<file path="src/mfp_reg_pkg.sv">
// register map of the 5-bit MFP bus, APB request bundle and timer control encodings
package mfp_reg_pkg;

	// register offsets, same map as the 68901
	localparam logic [4:0] ADDR_GPIP  = 5'h00;
	localparam logic [4:0] ADDR_AER   = 5'h01;
	localparam logic [4:0] ADDR_DDR   = 5'h02;
	localparam logic [4:0] ADDR_IERA  = 5'h03;
	localparam logic [4:0] ADDR_IERB  = 5'h04;
	localparam logic [4:0] ADDR_IPRA  = 5'h05;
	localparam logic [4:0] ADDR_IPRB  = 5'h06;
	localparam logic [4:0] ADDR_ISRA  = 5'h07;
	localparam logic [4:0] ADDR_ISRB  = 5'h08;
	localparam logic [4:0] ADDR_IMRA  = 5'h09;
	localparam logic [4:0] ADDR_IMRB  = 5'h0a;
	localparam logic [4:0] ADDR_VR    = 5'h0b;
	localparam logic [4:0] ADDR_TACR  = 5'h0c;
	localparam logic [4:0] ADDR_TBCR  = 5'h0d;
	localparam logic [4:0] ADDR_TCDCR = 5'h0e;
	localparam logic [4:0] ADDR_TADR  = 5'h0f;
	localparam logic [4:0] ADDR_TBDR  = 5'h10;
	localparam logic [4:0] ADDR_TCDR  = 5'h11;
	localparam logic [4:0] ADDR_TDDR  = 5'h12;
	localparam logic [4:0] ADDR_TSR   = 5'h16;
	localparam logic [4:0] ADDR_UDR   = 5'h17;

	typedef struct packed {
		logic       psel;
		logic       penable;
		logic       pwrite;
		logic [4:0] paddr;
		logic [7:0] pwdata;
	} apb_req_t;

	// 1..7 select the delay prescaler, pulse-width modes are not implemented
	typedef enum logic [3:0] {
		TMR_STOP   = 4'd0,
		TMR_DLY4   = 4'd1,
		TMR_DLY10  = 4'd2,
		TMR_DLY16  = 4'd3,
		TMR_DLY50  = 4'd4,
		TMR_DLY64  = 4'd5,
		TMR_DLY100 = 4'd6,
		TMR_DLY200 = 4'd7,
		TMR_EVENT  = 4'd8
	} tmr_mode_t;

	// TACR/TBCR hold one mode, TCDCR packs the two 3-bit modes of C and D
	typedef union packed {
		struct packed {
			logic [3:0] rsvd;
			tmr_mode_t  mode;
		} single;
		struct packed {
			logic       rsvd_c;
			logic [2:0] mode_c;
			logic       rsvd_d;
			logic [2:0] mode_d;
		} pair;
	} tmr_ctrl_u;

endpackage

</file>
<file path="src/mfp_irq_pkg.sv">
// interrupt channel numbering and register bundles; only six of the 16 channels have sources
package mfp_irq_pkg;

	// channel numbers, higher number wins
	localparam int unsigned IRQ_TD   = 4;
	localparam int unsigned IRQ_TC   = 5;
	localparam int unsigned IRQ_ACIA = 6;
	localparam int unsigned IRQ_DMA  = 7;
	localparam int unsigned IRQ_TB   = 8;
	localparam int unsigned IRQ_TA   = 13;

	typedef struct packed {
		logic ta;
		logic tb;
		logic dma;
		logic acia;
		logic tc;
		logic td;
	} irq_src_t;

	typedef struct packed {
		logic [15:0] ier;
		logic [15:0] ipr;
		logic [15:0] isr;
		logic [15:0] imr;
	} irq_regs_t;

	typedef struct packed {
		logic [3:0] base;
		logic [3:0] chan;
	} vec_t;

endpackage

</file>
<file path="src/mfp_timer.sv">
// 8-bit MFP timer with delay and event-count modes only; the prescaler runs on clk and a data value of 0 counts 256
`timescale 1ns/10ps

module mfp_timer (
	input  logic                   clk,
	input  logic                   reset,
	input  logic                   ctrl_we_i,
	input  mfp_reg_pkg::tmr_mode_t ctrl_i,
	input  logic                   data_we_i,
	input  logic [7:0]             data_i,
	input  logic                   event_i,
	output logic [7:0]             count_o,
	output mfp_reg_pkg::tmr_mode_t mode_o,
	output logic                   done_o
);
	import mfp_reg_pkg::*;

	tmr_mode_t  mode_q;
	logic [7:0] reload_q;
	logic [7:0] count_q;
	logic [7:0] psc_q;
	logic [7:0] div;
	logic       event_d;
	logic       delay_tick;
	logic       event_tick;
	logic       tick;

	// prescaler divisor per delay mode, 0 means no prescaled tick
	function automatic logic [7:0] psc_div(tmr_mode_t m);
		case (m)
			TMR_DLY4:   return 8'd4;
			TMR_DLY10:  return 8'd10;
			TMR_DLY16:  return 8'd16;
			TMR_DLY50:  return 8'd50;
			TMR_DLY64:  return 8'd64;
			TMR_DLY100: return 8'd100;
			TMR_DLY200: return 8'd200;
			default:    return 8'd0;
		endcase
	endfunction

	assign div        = psc_div(mode_q);
	assign delay_tick = (div != 8'd0) && (psc_q == div - 8'd1);
	assign event_tick = (mode_q == TMR_EVENT) && event_i && !event_d;
	assign tick       = delay_tick || event_tick;

	assign count_o = count_q;
	assign mode_o  = mode_q;

	always_ff @(posedge clk) begin
		if (reset) begin
			mode_q  <= TMR_STOP;
			psc_q   <= 8'd0;
			event_d <= 1'b0;
		end else begin
			event_d <= event_i;
			if (ctrl_we_i) begin
				mode_q <= ctrl_i;
				// restart the prescale period on every mode change
				psc_q  <= 8'd0;
			end else if (div == 8'd0 || delay_tick) begin
				psc_q <= 8'd0;
			end else begin
				psc_q <= psc_q + 8'd1;
			end
		end
	end

	always_ff @(posedge clk) begin
		if (reset) begin
			reload_q <= 8'd0;
			count_q  <= 8'd0;
			done_o   <= 1'b0;
		end else begin
			done_o <= 1'b0;
			if (data_we_i) begin
				reload_q <= data_i;
				count_q  <= data_i;
			end else if (tick) begin
				if (count_q == 8'd1) begin
					count_q <= reload_q;
					done_o  <= 1'b1;
				end else begin
					// a count of 0 wraps to 255 here
					count_q <= count_q - 8'd1;
				end
			end
		end
	end

endmodule

</file>
<file path="src/mfp_irq_ctrl.sv">
// 16-channel MFP interrupt controller; sources are level sampled each clk and iack is a one-cycle pulse
`timescale 1ns/10ps

module mfp_irq_ctrl (
	input  logic                   clk,
	input  logic                   reset,
	input  mfp_irq_pkg::irq_src_t  src_i,
	input  logic [1:0]             ier_we_i,
	input  logic [1:0]             ipr_clr_i,
	input  logic [1:0]             isr_clr_i,
	input  logic [1:0]             imr_we_i,
	input  logic [7:0]             wdata_i,
	input  logic [4:0]             vr_i,
	input  logic                   iack_i,
	output mfp_irq_pkg::irq_regs_t regs_o,
	output logic                   irq_o,
	output mfp_irq_pkg::vec_t      vec_o
);
	import mfp_irq_pkg::*;

	irq_regs_t   regs_q;
	irq_regs_t   regs_nxt;
	logic [15:0] src_vec;
	logic [15:0] pend_map;
	logic [15:0] act_map;
	logic [3:0]  hi_pend;
	logic [3:0]  hi_act;
	logic        ack_valid;

	// index of the highest set bit, 0 for an empty map
	function automatic logic [3:0] prio16(logic [15:0] map);
		logic [3:0] idx;
		int         i;
		idx = 4'd0;
		for (i = 0; i < 16; i++) begin
			if (map[i])
				idx = i[3:0];
		end
		return idx;
	endfunction

	always_comb begin
		src_vec           = 16'h0000;
		src_vec[IRQ_TA]   = src_i.ta;
		src_vec[IRQ_TB]   = src_i.tb;
		src_vec[IRQ_DMA]  = src_i.dma;
		src_vec[IRQ_ACIA] = src_i.acia;
		src_vec[IRQ_TC]   = src_i.tc;
		src_vec[IRQ_TD]   = src_i.td;
	end

	assign pend_map  = regs_q.ipr & regs_q.imr;
	// in-service channels block lower pending channels, masked or not
	assign act_map   = pend_map | regs_q.isr;
	assign hi_pend   = prio16(pend_map);
	assign hi_act    = prio16(act_map);
	assign ack_valid = iack_i && (pend_map != 16'h0000);

	assign irq_o  = (pend_map != 16'h0000) && (hi_pend >= hi_act);
	assign regs_o = regs_q;

	always_comb begin
		int b;
		regs_nxt     = regs_q;
		regs_nxt.ipr = regs_q.ipr | (src_vec & regs_q.ier);

		if (ack_valid) begin
			regs_nxt.ipr[hi_pend] = 1'b0;
			// vr bit 3 selects software end-of-interrupt
			if (vr_i[0])
				regs_nxt.isr[hi_pend] = 1'b1;
		end

		// bus writes come last so a clear wins over a new source pulse
		for (b = 0; b < 2; b++) begin
			if (ier_we_i[b]) begin
				regs_nxt.ier[b*8 +: 8] = wdata_i;
				regs_nxt.ipr[b*8 +: 8] = regs_nxt.ipr[b*8 +: 8] & wdata_i;
			end
			if (ipr_clr_i[b])
				regs_nxt.ipr[b*8 +: 8] = regs_nxt.ipr[b*8 +: 8] & wdata_i;
			if (isr_clr_i[b])
				regs_nxt.isr[b*8 +: 8] = regs_nxt.isr[b*8 +: 8] & wdata_i;
			if (imr_we_i[b])
				regs_nxt.imr[b*8 +: 8] = wdata_i;
		end
	end

	always_ff @(posedge clk) begin
		if (reset) begin
			regs_q <= '0;
			vec_o  <= '0;
		end else begin
			regs_q     <= regs_nxt;
			// latched every cycle so the vector is stable during the ack read
			vec_o.base <= vr_i[4:1];
			vec_o.chan <= hi_pend;
		end
	end

endmodule

</file>
<file path="src/mfp_tx_fifo.sv">
// transmit byte FIFO holding 2**FIFO_ADDR_BITS - 1 bytes; pushes while full are dropped
`timescale 1ns/10ps

module mfp_tx_fifo #(
	parameter int FIFO_ADDR_BITS = 4
) (
	input  logic       clk,
	input  logic       reset,
	input  logic       push_i,
	input  logic [7:0] data_i,
	input  logic       strobe_i,
	output logic       full_o,
	output logic       avail_o,
	output logic [7:0] data_o
);
	localparam int DEPTH = 1 << FIFO_ADDR_BITS;

	logic [7:0]                mem [DEPTH];
	logic [FIFO_ADDR_BITS-1:0] wr_ptr;
	logic [FIFO_ADDR_BITS-1:0] rd_ptr;
	logic [FIFO_ADDR_BITS-1:0] wr_next;
	logic                      strobe_s1;
	logic                      strobe_s2;
	logic                      strobe_s3;
	logic                      pop;

	assign wr_next = wr_ptr + 1'b1;
	// one slot stays free so full and empty differ
	assign full_o  = (wr_next == rd_ptr);
	assign avail_o = (rd_ptr != wr_ptr);
	assign data_o  = mem[rd_ptr];
	assign pop     = strobe_s2 && !strobe_s3 && avail_o;

	always_ff @(posedge clk) begin
		if (push_i && !full_o)
			mem[wr_ptr] <= data_i;
	end

	always_ff @(posedge clk) begin
		if (reset) begin
			wr_ptr    <= '0;
			rd_ptr    <= '0;
			strobe_s1 <= 1'b0;
			strobe_s2 <= 1'b0;
			strobe_s3 <= 1'b0;
		end else begin
			// strobe comes from the I/O controller clock domain
			strobe_s1 <= strobe_i;
			strobe_s2 <= strobe_s1;
			strobe_s3 <= strobe_s2;
			if (push_i && !full_o)
				wr_ptr <= wr_next;
			if (pop)
				rd_ptr <= rd_ptr + 1'b1;
		end
	end

endmodule

</file>
<file path="src/mfp_apb_regs.sv">
// APB register block with zero wait states; prdata_o is valid only in a read access phase
`timescale 1ns/10ps

module mfp_apb_regs (
	input  logic                         clk,
	input  logic                         reset,
	input  mfp_reg_pkg::apb_req_t        req_i,
	output logic [7:0]                   prdata_o,
	input  logic [7:0]                   gpip_in_i,
	output logic [1:0]                   ier_we_o,
	output logic [1:0]                   ipr_clr_o,
	output logic [1:0]                   isr_clr_o,
	output logic [1:0]                   imr_we_o,
	output logic [7:0]                   wdata_o,
	output logic [4:0]                   vr_o,
	input  mfp_irq_pkg::irq_regs_t       regs_i,
	output mfp_reg_pkg::tmr_ctrl_u       tmr_ctrl_o,
	output logic [3:0]                   tmr_ctrl_we_o,
	output logic [3:0]                   tmr_data_we_o,
	input  logic [3:0][7:0]              tmr_count_i,
	input  mfp_reg_pkg::tmr_mode_t [3:0] tmr_mode_i,
	output logic                         fifo_push_o,
	input  logic                         fifo_full_i
);
	import mfp_reg_pkg::*;

	logic [7:0] gpip_q;
	logic [7:0] aer_q;
	logic [7:0] ddr_q;
	logic [7:0] vr_q;
	logic [7:0] gpip_rd;
	logic       wr_en;
	logic       rd_en;
	logic [4:0] addr;
	tmr_ctrl_u  tacr_rd;
	tmr_ctrl_u  tbcr_rd;
	tmr_ctrl_u  tcdcr_rd;

	assign addr  = req_i.paddr;
	assign wr_en = req_i.psel && req_i.penable && req_i.pwrite;
	assign rd_en = req_i.psel && req_i.penable && !req_i.pwrite;

	// byte 1 is the A register (channels 15..8), byte 0 the B register
	assign ier_we_o  = {wr_en && addr == ADDR_IERA, wr_en && addr == ADDR_IERB};
	assign ipr_clr_o = {wr_en && addr == ADDR_IPRA, wr_en && addr == ADDR_IPRB};
	assign isr_clr_o = {wr_en && addr == ADDR_ISRA, wr_en && addr == ADDR_ISRB};
	assign imr_we_o  = {wr_en && addr == ADDR_IMRA, wr_en && addr == ADDR_IMRB};
	assign wdata_o   = req_i.pwdata;
	assign vr_o      = vr_q[7:3];

	// C and D share TCDCR
	assign tmr_ctrl_o    = req_i.pwdata;
	assign tmr_ctrl_we_o = {wr_en && addr == ADDR_TCDCR, wr_en && addr == ADDR_TCDCR,
		wr_en && addr == ADDR_TBCR, wr_en && addr == ADDR_TACR};
	assign tmr_data_we_o = {wr_en && addr == ADDR_TDDR, wr_en && addr == ADDR_TCDR,
		wr_en && addr == ADDR_TBDR, wr_en && addr == ADDR_TADR};
	assign fifo_push_o   = wr_en && addr == ADDR_UDR;

	// input pins where ddr is 0, output latch where ddr is 1
	assign gpip_rd = (gpip_in_i & ~ddr_q) | (gpip_q & ddr_q);

	always_ff @(posedge clk) begin
		if (reset) begin
			gpip_q <= 8'h00;
			aer_q  <= 8'h00;
			ddr_q  <= 8'h00;
			vr_q   <= 8'h00;
		end else if (wr_en) begin
			case (addr)
				ADDR_GPIP: gpip_q <= req_i.pwdata;
				ADDR_AER:  aer_q  <= req_i.pwdata;
				ADDR_DDR:  ddr_q  <= req_i.pwdata;
				ADDR_VR:   vr_q   <= req_i.pwdata;
				default:   ;
			endcase
		end
	end

	always_comb begin
		tacr_rd              = '0;
		tacr_rd.single.mode  = tmr_mode_i[0];
		tbcr_rd              = '0;
		tbcr_rd.single.mode  = tmr_mode_i[1];
		tcdcr_rd             = '0;
		tcdcr_rd.pair.mode_c = tmr_mode_i[2][2:0];
		tcdcr_rd.pair.mode_d = tmr_mode_i[3][2:0];
	end

	always_comb begin
		prdata_o = 8'h00;
		if (rd_en) begin
			case (addr)
				ADDR_GPIP:  prdata_o = gpip_rd;
				ADDR_AER:   prdata_o = aer_q;
				ADDR_DDR:   prdata_o = ddr_q;
				ADDR_IERA:  prdata_o = regs_i.ier[15:8];
				ADDR_IERB:  prdata_o = regs_i.ier[7:0];
				ADDR_IPRA:  prdata_o = regs_i.ipr[15:8];
				ADDR_IPRB:  prdata_o = regs_i.ipr[7:0];
				ADDR_ISRA:  prdata_o = regs_i.isr[15:8];
				ADDR_ISRB:  prdata_o = regs_i.isr[7:0];
				ADDR_IMRA:  prdata_o = regs_i.imr[15:8];
				ADDR_IMRB:  prdata_o = regs_i.imr[7:0];
				ADDR_VR:    prdata_o = vr_q;
				ADDR_TACR:  prdata_o = tacr_rd;
				ADDR_TBCR:  prdata_o = tbcr_rd;
				ADDR_TCDCR: prdata_o = tcdcr_rd;
				ADDR_TADR:  prdata_o = tmr_count_i[0];
				ADDR_TBDR:  prdata_o = tmr_count_i[1];
				ADDR_TCDR:  prdata_o = tmr_count_i[2];
				ADDR_TDDR:  prdata_o = tmr_count_i[3];
				// transmit buffer empty while there is room
				ADDR_TSR:   prdata_o = fifo_full_i ? 8'h00 : 8'h80;
				default:    prdata_o = 8'h00;
			endcase
		end
	end

endmodule

</file>
<file path="src/mfp_top.sv">
// MFP subset top without UART receiver or pulse-width modes; all logic runs on the rising edge of clk
`timescale 1ns/10ps

module mfp_top #(
	parameter int FIFO_ADDR_BITS = 4
) (
	input  logic                  clk,
	input  logic                  reset,
	input  mfp_reg_pkg::apb_req_t apb_i,
	output logic [7:0]            prdata_o,
	output logic                  irq_o,
	input  logic                  iack_i,
	output mfp_irq_pkg::vec_t     vec_o,
	input  logic                  de_i,
	input  logic                  acia_i,
	input  logic                  dma_i,
	input  logic                  mono_detect_i,
	input  logic                  serial_strobe_i,
	output logic                  serial_avail_o,
	output logic [7:0]            serial_data_o
);
	import mfp_reg_pkg::*;
	import mfp_irq_pkg::*;

	logic [1:0]      ier_we;
	logic [1:0]      ipr_clr;
	logic [1:0]      isr_clr;
	logic [1:0]      imr_we;
	logic [7:0]      wdata;
	logic [4:0]      vr;
	irq_regs_t       irq_regs;
	irq_src_t        irq_src;
	tmr_ctrl_u       tmr_ctrl;
	logic [3:0]      tmr_ctrl_we;
	logic [3:0]      tmr_data_we;
	logic [3:0][7:0] tmr_count;
	tmr_mode_t [3:0] tmr_mode;
	logic [3:0]      tmr_done;
	logic            fifo_push;
	logic            fifo_full;

	assign irq_src.ta   = tmr_done[0];
	assign irq_src.tb   = tmr_done[1];
	assign irq_src.tc   = tmr_done[2];
	assign irq_src.td   = tmr_done[3];
	assign irq_src.acia = acia_i;
	assign irq_src.dma  = dma_i;

	// dma and acia lines are active high here but the port shows them active low
	mfp_apb_regs u_regs (
		.clk(clk), .reset(reset), .req_i(apb_i), .prdata_o(prdata_o),
		.gpip_in_i({mono_detect_i, 1'b0, !dma_i, !acia_i, 4'b0000}),
		.ier_we_o(ier_we), .ipr_clr_o(ipr_clr), .isr_clr_o(isr_clr), .imr_we_o(imr_we),
		.wdata_o(wdata), .vr_o(vr), .regs_i(irq_regs),
		.tmr_ctrl_o(tmr_ctrl), .tmr_ctrl_we_o(tmr_ctrl_we), .tmr_data_we_o(tmr_data_we),
		.tmr_count_i(tmr_count), .tmr_mode_i(tmr_mode),
		.fifo_push_o(fifo_push), .fifo_full_i(fifo_full)
	);

	mfp_timer u_timer_a (
		.clk(clk), .reset(reset), .ctrl_we_i(tmr_ctrl_we[0]), .ctrl_i(tmr_ctrl.single.mode),
		.data_we_i(tmr_data_we[0]), .data_i(wdata), .event_i(1'b0),
		.count_o(tmr_count[0]), .mode_o(tmr_mode[0]), .done_o(tmr_done[0])
	);

	// only timer B counts display-enable edges
	mfp_timer u_timer_b (
		.clk(clk), .reset(reset), .ctrl_we_i(tmr_ctrl_we[1]), .ctrl_i(tmr_ctrl.single.mode),
		.data_we_i(tmr_data_we[1]), .data_i(wdata), .event_i(de_i),
		.count_o(tmr_count[1]), .mode_o(tmr_mode[1]), .done_o(tmr_done[1])
	);

	mfp_timer u_timer_c (
		.clk(clk), .reset(reset), .ctrl_we_i(tmr_ctrl_we[2]),
		.ctrl_i(tmr_mode_t'({1'b0, tmr_ctrl.pair.mode_c})),
		.data_we_i(tmr_data_we[2]), .data_i(wdata), .event_i(1'b0),
		.count_o(tmr_count[2]), .mode_o(tmr_mode[2]), .done_o(tmr_done[2])
	);

	mfp_timer u_timer_d (
		.clk(clk), .reset(reset), .ctrl_we_i(tmr_ctrl_we[3]),
		.ctrl_i(tmr_mode_t'({1'b0, tmr_ctrl.pair.mode_d})),
		.data_we_i(tmr_data_we[3]), .data_i(wdata), .event_i(1'b0),
		.count_o(tmr_count[3]), .mode_o(tmr_mode[3]), .done_o(tmr_done[3])
	);

	mfp_irq_ctrl u_irq (
		.clk(clk), .reset(reset), .src_i(irq_src),
		.ier_we_i(ier_we), .ipr_clr_i(ipr_clr), .isr_clr_i(isr_clr), .imr_we_i(imr_we),
		.wdata_i(wdata), .vr_i(vr), .iack_i(iack_i),
		.regs_o(irq_regs), .irq_o(irq_o), .vec_o(vec_o)
	);

	mfp_tx_fifo #(.FIFO_ADDR_BITS(FIFO_ADDR_BITS)) u_fifo (
		.clk(clk), .reset(reset), .push_i(fifo_push), .data_i(wdata),
		.strobe_i(serial_strobe_i), .full_o(fifo_full),
		.avail_o(serial_avail_o), .data_o(serial_data_o)
	);

endmodule

</file>
<file path="config.mk">
export PLATFORM = sky130hd
export DESIGN_NAME = mfp_top
export DESIGN_NICKNAME = d
export VERILOG_FILES = /design/src/mfp_reg_pkg.sv /design/src/mfp_irq_pkg.sv /design/src/mfp_timer.sv /design/src/mfp_irq_ctrl.sv /design/src/mfp_tx_fifo.sv /design/src/mfp_apb_regs.sv /design/src/mfp_top.sv
export SDC_FILE = /design/constraint.sdc
export NUM_CORES = 1
export LEC_CHECK = 0
export BUFFER_PORTS_ARGS = -buffer_cell sky130_fd_sc_hd__buf_4
export CORE_MARGIN = 2
export CORE_UTILIZATION = 63
export DETAILED_ROUTE_END_ITERATION = 8
export PLACE_DENSITY = 0.8
export SYNTH_ARGS = -nofsm -noshare
export SYNTH_HDL_FRONTEND = slang
export SYNTH_HIERARCHICAL = 1
export SYNTH_SLANG_ARGS = --single-unit
</file>
<file path="constraint.sdc">
create_clock -name clk -period 3.6 [get_ports clk]
set_input_delay 0.18 -clock clk [delete_from_list [all_inputs] [get_ports clk]]
set_output_delay 0.18 -clock clk [all_outputs]
set_load 0.1 [all_outputs]
</file>
# ---- Word-level counts from Yosys, hierarchy flattened
# Memories as Yosys holds them, arrays and structs flattened. A register that Yosys moved wholly into a read port is not among the register bits.
# Cells that the tools add are included.
dict set report op_classes {
  muxes 67
  n_lt_le_gt_ge 3
  bitwise_logic 21
  reduce_logical 68
  n_addsub 14
  n_eq_ne 59
}
# op n
set ops {}
lappend ops {{$pmux 8 s7} 4}
lappend ops {{$mux 8} 20}
lappend ops {{$pmux 8 s20} 1}
lappend ops {{$mux 4} 18}
lappend ops {{$and 8x8->8} 8}
lappend ops {{$sub 8x1->8 const B} 8}
lappend ops {{$or 16x16->16} 3}
lappend ops {{$eq 5x4->1 const B} 8}
lappend ops {{$add 8x1->8 const B} 4}
lappend ops {{$and 16x16->16} 2}
lappend ops {{$eq 4x3->1 const B} 8}
lappend ops {{$eq 8x1->1 const B} 4}
lappend ops {{$eq 8x8->1} 4}
lappend ops {{$logic_not 8->1} 4}
lappend ops {{$mux 32} 1}
lappend ops {{$reduce_bool 8->1} 4}
lappend ops {{$logic_and 1x1->1} 31}
lappend ops {{$eq 5x5->1 const B} 5}
lappend ops {{$eq 3x3->1 const B} 8}
lappend ops {{$mux 3} 8}
lappend ops {{$reduce_or 3->1} 8}
lappend ops {{$eq 5x3->1 const B} 4}
lappend ops {{$and 14x16->16} 1}
lappend ops {{$eq 4x2->1 const B} 4}
lappend ops {{other kinds (26)} 62}
dict set report word_totals {
  ramBits 128
  out_inout_bits 26
  wordCells 271
  memories 1
  reg_bits 230
}
# name depth word_bits rd rd_ports_with_merged_regs write_ports line_no
set memory_table {}
lappend memory_table {u_fifo.mem 16 8 1 1 1 mfp_tx_fifo.sv:18} ;# logic [7:0] mem [DEPTH];

# ---- Depth between registers and ports, before layout
dict set report depth {
  depth_word 27
  mapped_depth 13
  depth_no_buf 11
}

# ---- Hierarchy
# The synthesis kept the hierarchy.
# module area_each_um2 seq_area_each_um2 cells_each instances
set modules_own_cells {}
lappend modules_own_cells {mfp_tx_fifo 5637.9 4144.0 279 1}
lappend modules_own_cells {{mfp_timer at u_timer_c ...} 1829.3 600.6 213 2}
lappend modules_own_cells {mfp_irq_ctrl 3404.5 1441.4 391 1}
lappend modules_own_cells {mfp_apb_regs 2837.7 640.6 344 1}
lappend modules_own_cells {{mfp_timer at u_timer_a} 1864.3 600.6 214 1}
lappend modules_own_cells {{mfp_timer at u_timer_b} 1839.3 600.6 214 1}
lappend modules_own_cells {mfp_top 11.3 0.0 3 1}

# ---- Worst setup path before layout
# Ideal clock, no wire load.
dict set report synth_timing {
  kind {register to output}
  start {register u_fifo.wr_ptr[0]}
  end {output prdata_o[7]}
  path_stages_with_launch 11
  arrival_time_ps 3356
  setup_slack_ps 64
  path_cell_list {dfxtp_1 > inv_1 > ha_1 > xnor2_1 > or3b_1 > buf_2 > nor2_1 > nor4_1 > a31oi_1 > and4_1 > a41oi_1}
}
dict set report synth_via {
  elab_chain_len 5
}
# item line_no
set synth_rtl {}
lappend synth_rtl {{start, declared} mfp_tx_fifo.sv:19} ;# logic [FIFO_ADDR_BITS-1:0] wr_ptr;
lappend synth_rtl {{start signal, assigned} mfp_tx_fifo.sv:52} ;# wr_ptr <= wr_next;
lappend synth_rtl {{$add 4x1->4} mfp_tx_fifo.sv:27} ;# assign wr_next = wr_ptr + 1'b1;
lappend synth_rtl {{net u_fifo.wr_next[0]} mfp_tx_fifo.sv:21} ;# logic [FIFO_ADDR_BITS-1:0] wr_next;
lappend synth_rtl {{$eq 4x4->1} mfp_tx_fifo.sv:29} ;# assign full_o = (wr_next == rd_ptr);
lappend synth_rtl {{net fifo_full} mfp_top.sv:40} ;# logic fifo_full;
lappend synth_rtl {{$mux 8} mfp_apb_regs.sv:113} ;# ADDR_TSR: prdata_o = fifo_full_i ? 8'h00 : 8'h80;
lappend synth_rtl {{$pmux 8 s20} mfp_apb_regs.sv:92} ;# case (addr)
lappend synth_rtl {{$mux 8} mfp_apb_regs.sv:91} ;# if (rd_en) begin
lappend synth_rtl {{end, declared} mfp_top.sv:10} ;# output logic [7:0] prdata_o,
# The timed path passes the listed nets, and every way through them passes these cells.

# ---- Worst setup path in the final report
dict set report layout_timing {
  start {register u_fifo.wr_ptr[1]}
  end {output prdata_o[7]}
}
# Same word-level chain as after synthesis.

==> impl_metrics.json <==
{
  "outcome": "finished, final reports clean",
  "fillers": 2184,
  "grt_pass1_wl_um": 85100,
  "fin_skew_ns": 0.0146,
  "wl_um": 55400,
  "cts.sinks": 367,
  "die_w_um": 179,
  "via_per_inst": 6.76,
  "globalplace.congestion": 0.999,
  "portBuffers": 49,
  "power_leakage_nw": 7.52,
  "end_kind": "output pin",
  "tns_ns": 0,
  "largest_register_ffs": 128,
  "drt_iter0_drc": 1979,
  "fin_nets": 1930,
  "fin_crit_sh_pct": 96.0,
  "peakVddDrop_mv": 0.372,
  "ctsRootBufferMaster": "clkbuf_16",
  "grt_pass1_vias": 14857,
  "max_freq_mhz": 289,
  "vias": 15538,
  "crit_required_ns": 3.42,
  "power_density_nw_per_um2": 418,
  "critPathTopFamily": "simple AND/OR/NAND/NOR gates",
  "placementRows": 63,
  "r2r_slack_ns": 0.49,
  "syn_area_um2": 19200,
  "grt.total_usage_pct": 34.6,
  "worst-path-buf-inv": 2,
  "relSlewSlack_pct": 35.5,
  "syn_area_per_cell_um2": 10.3,
  "wire_per_inst_um": 24.1,
  "antenna_left": 0,
  "syn_inst": 1870,
  "fin_cells": 2298,
  "dr.pass1.iters": 7,
  "finalSetupViolations": 0,
  "crit_chain": "inv_1 > ha_1 > xnor2_1 > or3b_1 > nor2_1 > nor4_1 > a31oi_1 > and4_1 > a41oi_1 > buf_4",
  "p_total_mw": 8.80,
  "grt_overflow": 0,
  "clockBufferDepth": 3,
  "pin_count": 50,
  "hold_path_class": "input port to flip-flop",
  "hp-start": "iack_i",
  "tightest_slew_ns": 0.963,
  "dp_hpwl_um": 36400,
  "area_growth_syn_to_layout_pct": 9.40,
  "finalHoldViolations": 0,
  "slowest_stage": "or3b_1",
  "clock_latency_ns": 0.55,
  "cts_buffers": 40,
  "coreArea_um2": 29900,
  "rsz0062_at_grt": "no",
  "final_cell_mix": "dfxtp_1 (236), nor2_1 (219), mux2i_1 (132), edfxtp_1 (128), a21oi_1 (105)",
  "crit_fanout": 7,
  "clk_pin_slew_worst_paths_ns": 0.06,
  "grt_max_degree": 110,
  "dieArea_um2": 32000,
  "htree_levels": 2,
  "final_common_cell": "dfxtp_1",
  "max_stage_delay_ns": 0.48,
  "dp_cells": 2223,
  "worst_setup_path_start_kind": "flip-flop",
  "cts_tree": "done",
  "antenna_cells": 0,
  "max_cap_viol_count": 0,
  "finish.utilization_pct": 70.5,
  "regMostFlops": "u_fifo/mem",
  "crit_type": "flip-flop to output pin",
  "drive_above_1_share_pct": 15.7,
  "drc": 0,
  "ys_warn_count": 6,
  "crit_arrival_ns": 3.28,
  "min_period_ns": 3.46,
  "r2r_start": "u_timer_a/mode_o[2]",
  "grt_antenna_before_repair": 0,
  "critical_path.startpoint": "u_fifo/wr_ptr[1]",
  "initial_core_util_pct": 64.4,
  "slew_violations": 0,
  "die_y_um": 179
}
## routing by layer
layer | up-vias | wire length (um) | track usage [%]
li1 | 6900 | - | -
met1 | 7499 | 21800 | 45.7
met2 | 924 | 25500 | 55.4
met3 | 215 | 5600 | 6.93
met4 | 0 | 2520 | 14.9
met5 | - | 0 | 0
## tightest hold or removal path, delay by kind of cell
kind | cells | cell delay [ns]
compound gates | 1 | 0.14
simple gates | 1 | 0.19
buf+inv | 1 | 0.14
## final timing paths
path	endpoint	cells past startpoint
worst max-delay path	prdata_o[7]	10
worst min-delay path	u_irq/regs_o[35]	3
worst max register to register	u_timer_a/count_o[3]	9
worst min register to register	u_fifo/strobe_s2	1
## cell type report
type,instances,area (um2),share of cell area [%]
inverter,74,278,1.32
tap,390,488,2.32
sequential,367,8630,41.0
timing repair buffer,85,659,3.13
clock buffer,55,1100,5.21
clock inverter,18,221,1.05
multi-input combinational,1309,9680,46.0
## power breakdown
part	internal, mW	switching, mW	leakage (nW)
registers	4.30	0.0144	3.08
logic	0.0846	0.240	3.79
clock network	2.44	1.72	0.649
## what timing repair did
item,CTS,global route
endpoints found under the hold margin,2,0
setup buffers,0,0
resized for setup,0,4
endpoints found under the setup margin,0,2
hold buffers,2,0
## stage by stage
stage | area, um2 | setup slack (ns) | hold slack, ns
after CTS | 21000 | 0.112 | 0.114
after detailed placement | 19700 | 0.581 | 0.416
final | 21100 | 0.143 | 0.133
after global routing | 21100 | 0.0229 | 0.137
after global placement | 19700 | 0.727 | 0.405
after floorplan | 19300 | 0.0642 | 0.249
Power figures use the tool's default switching activity.
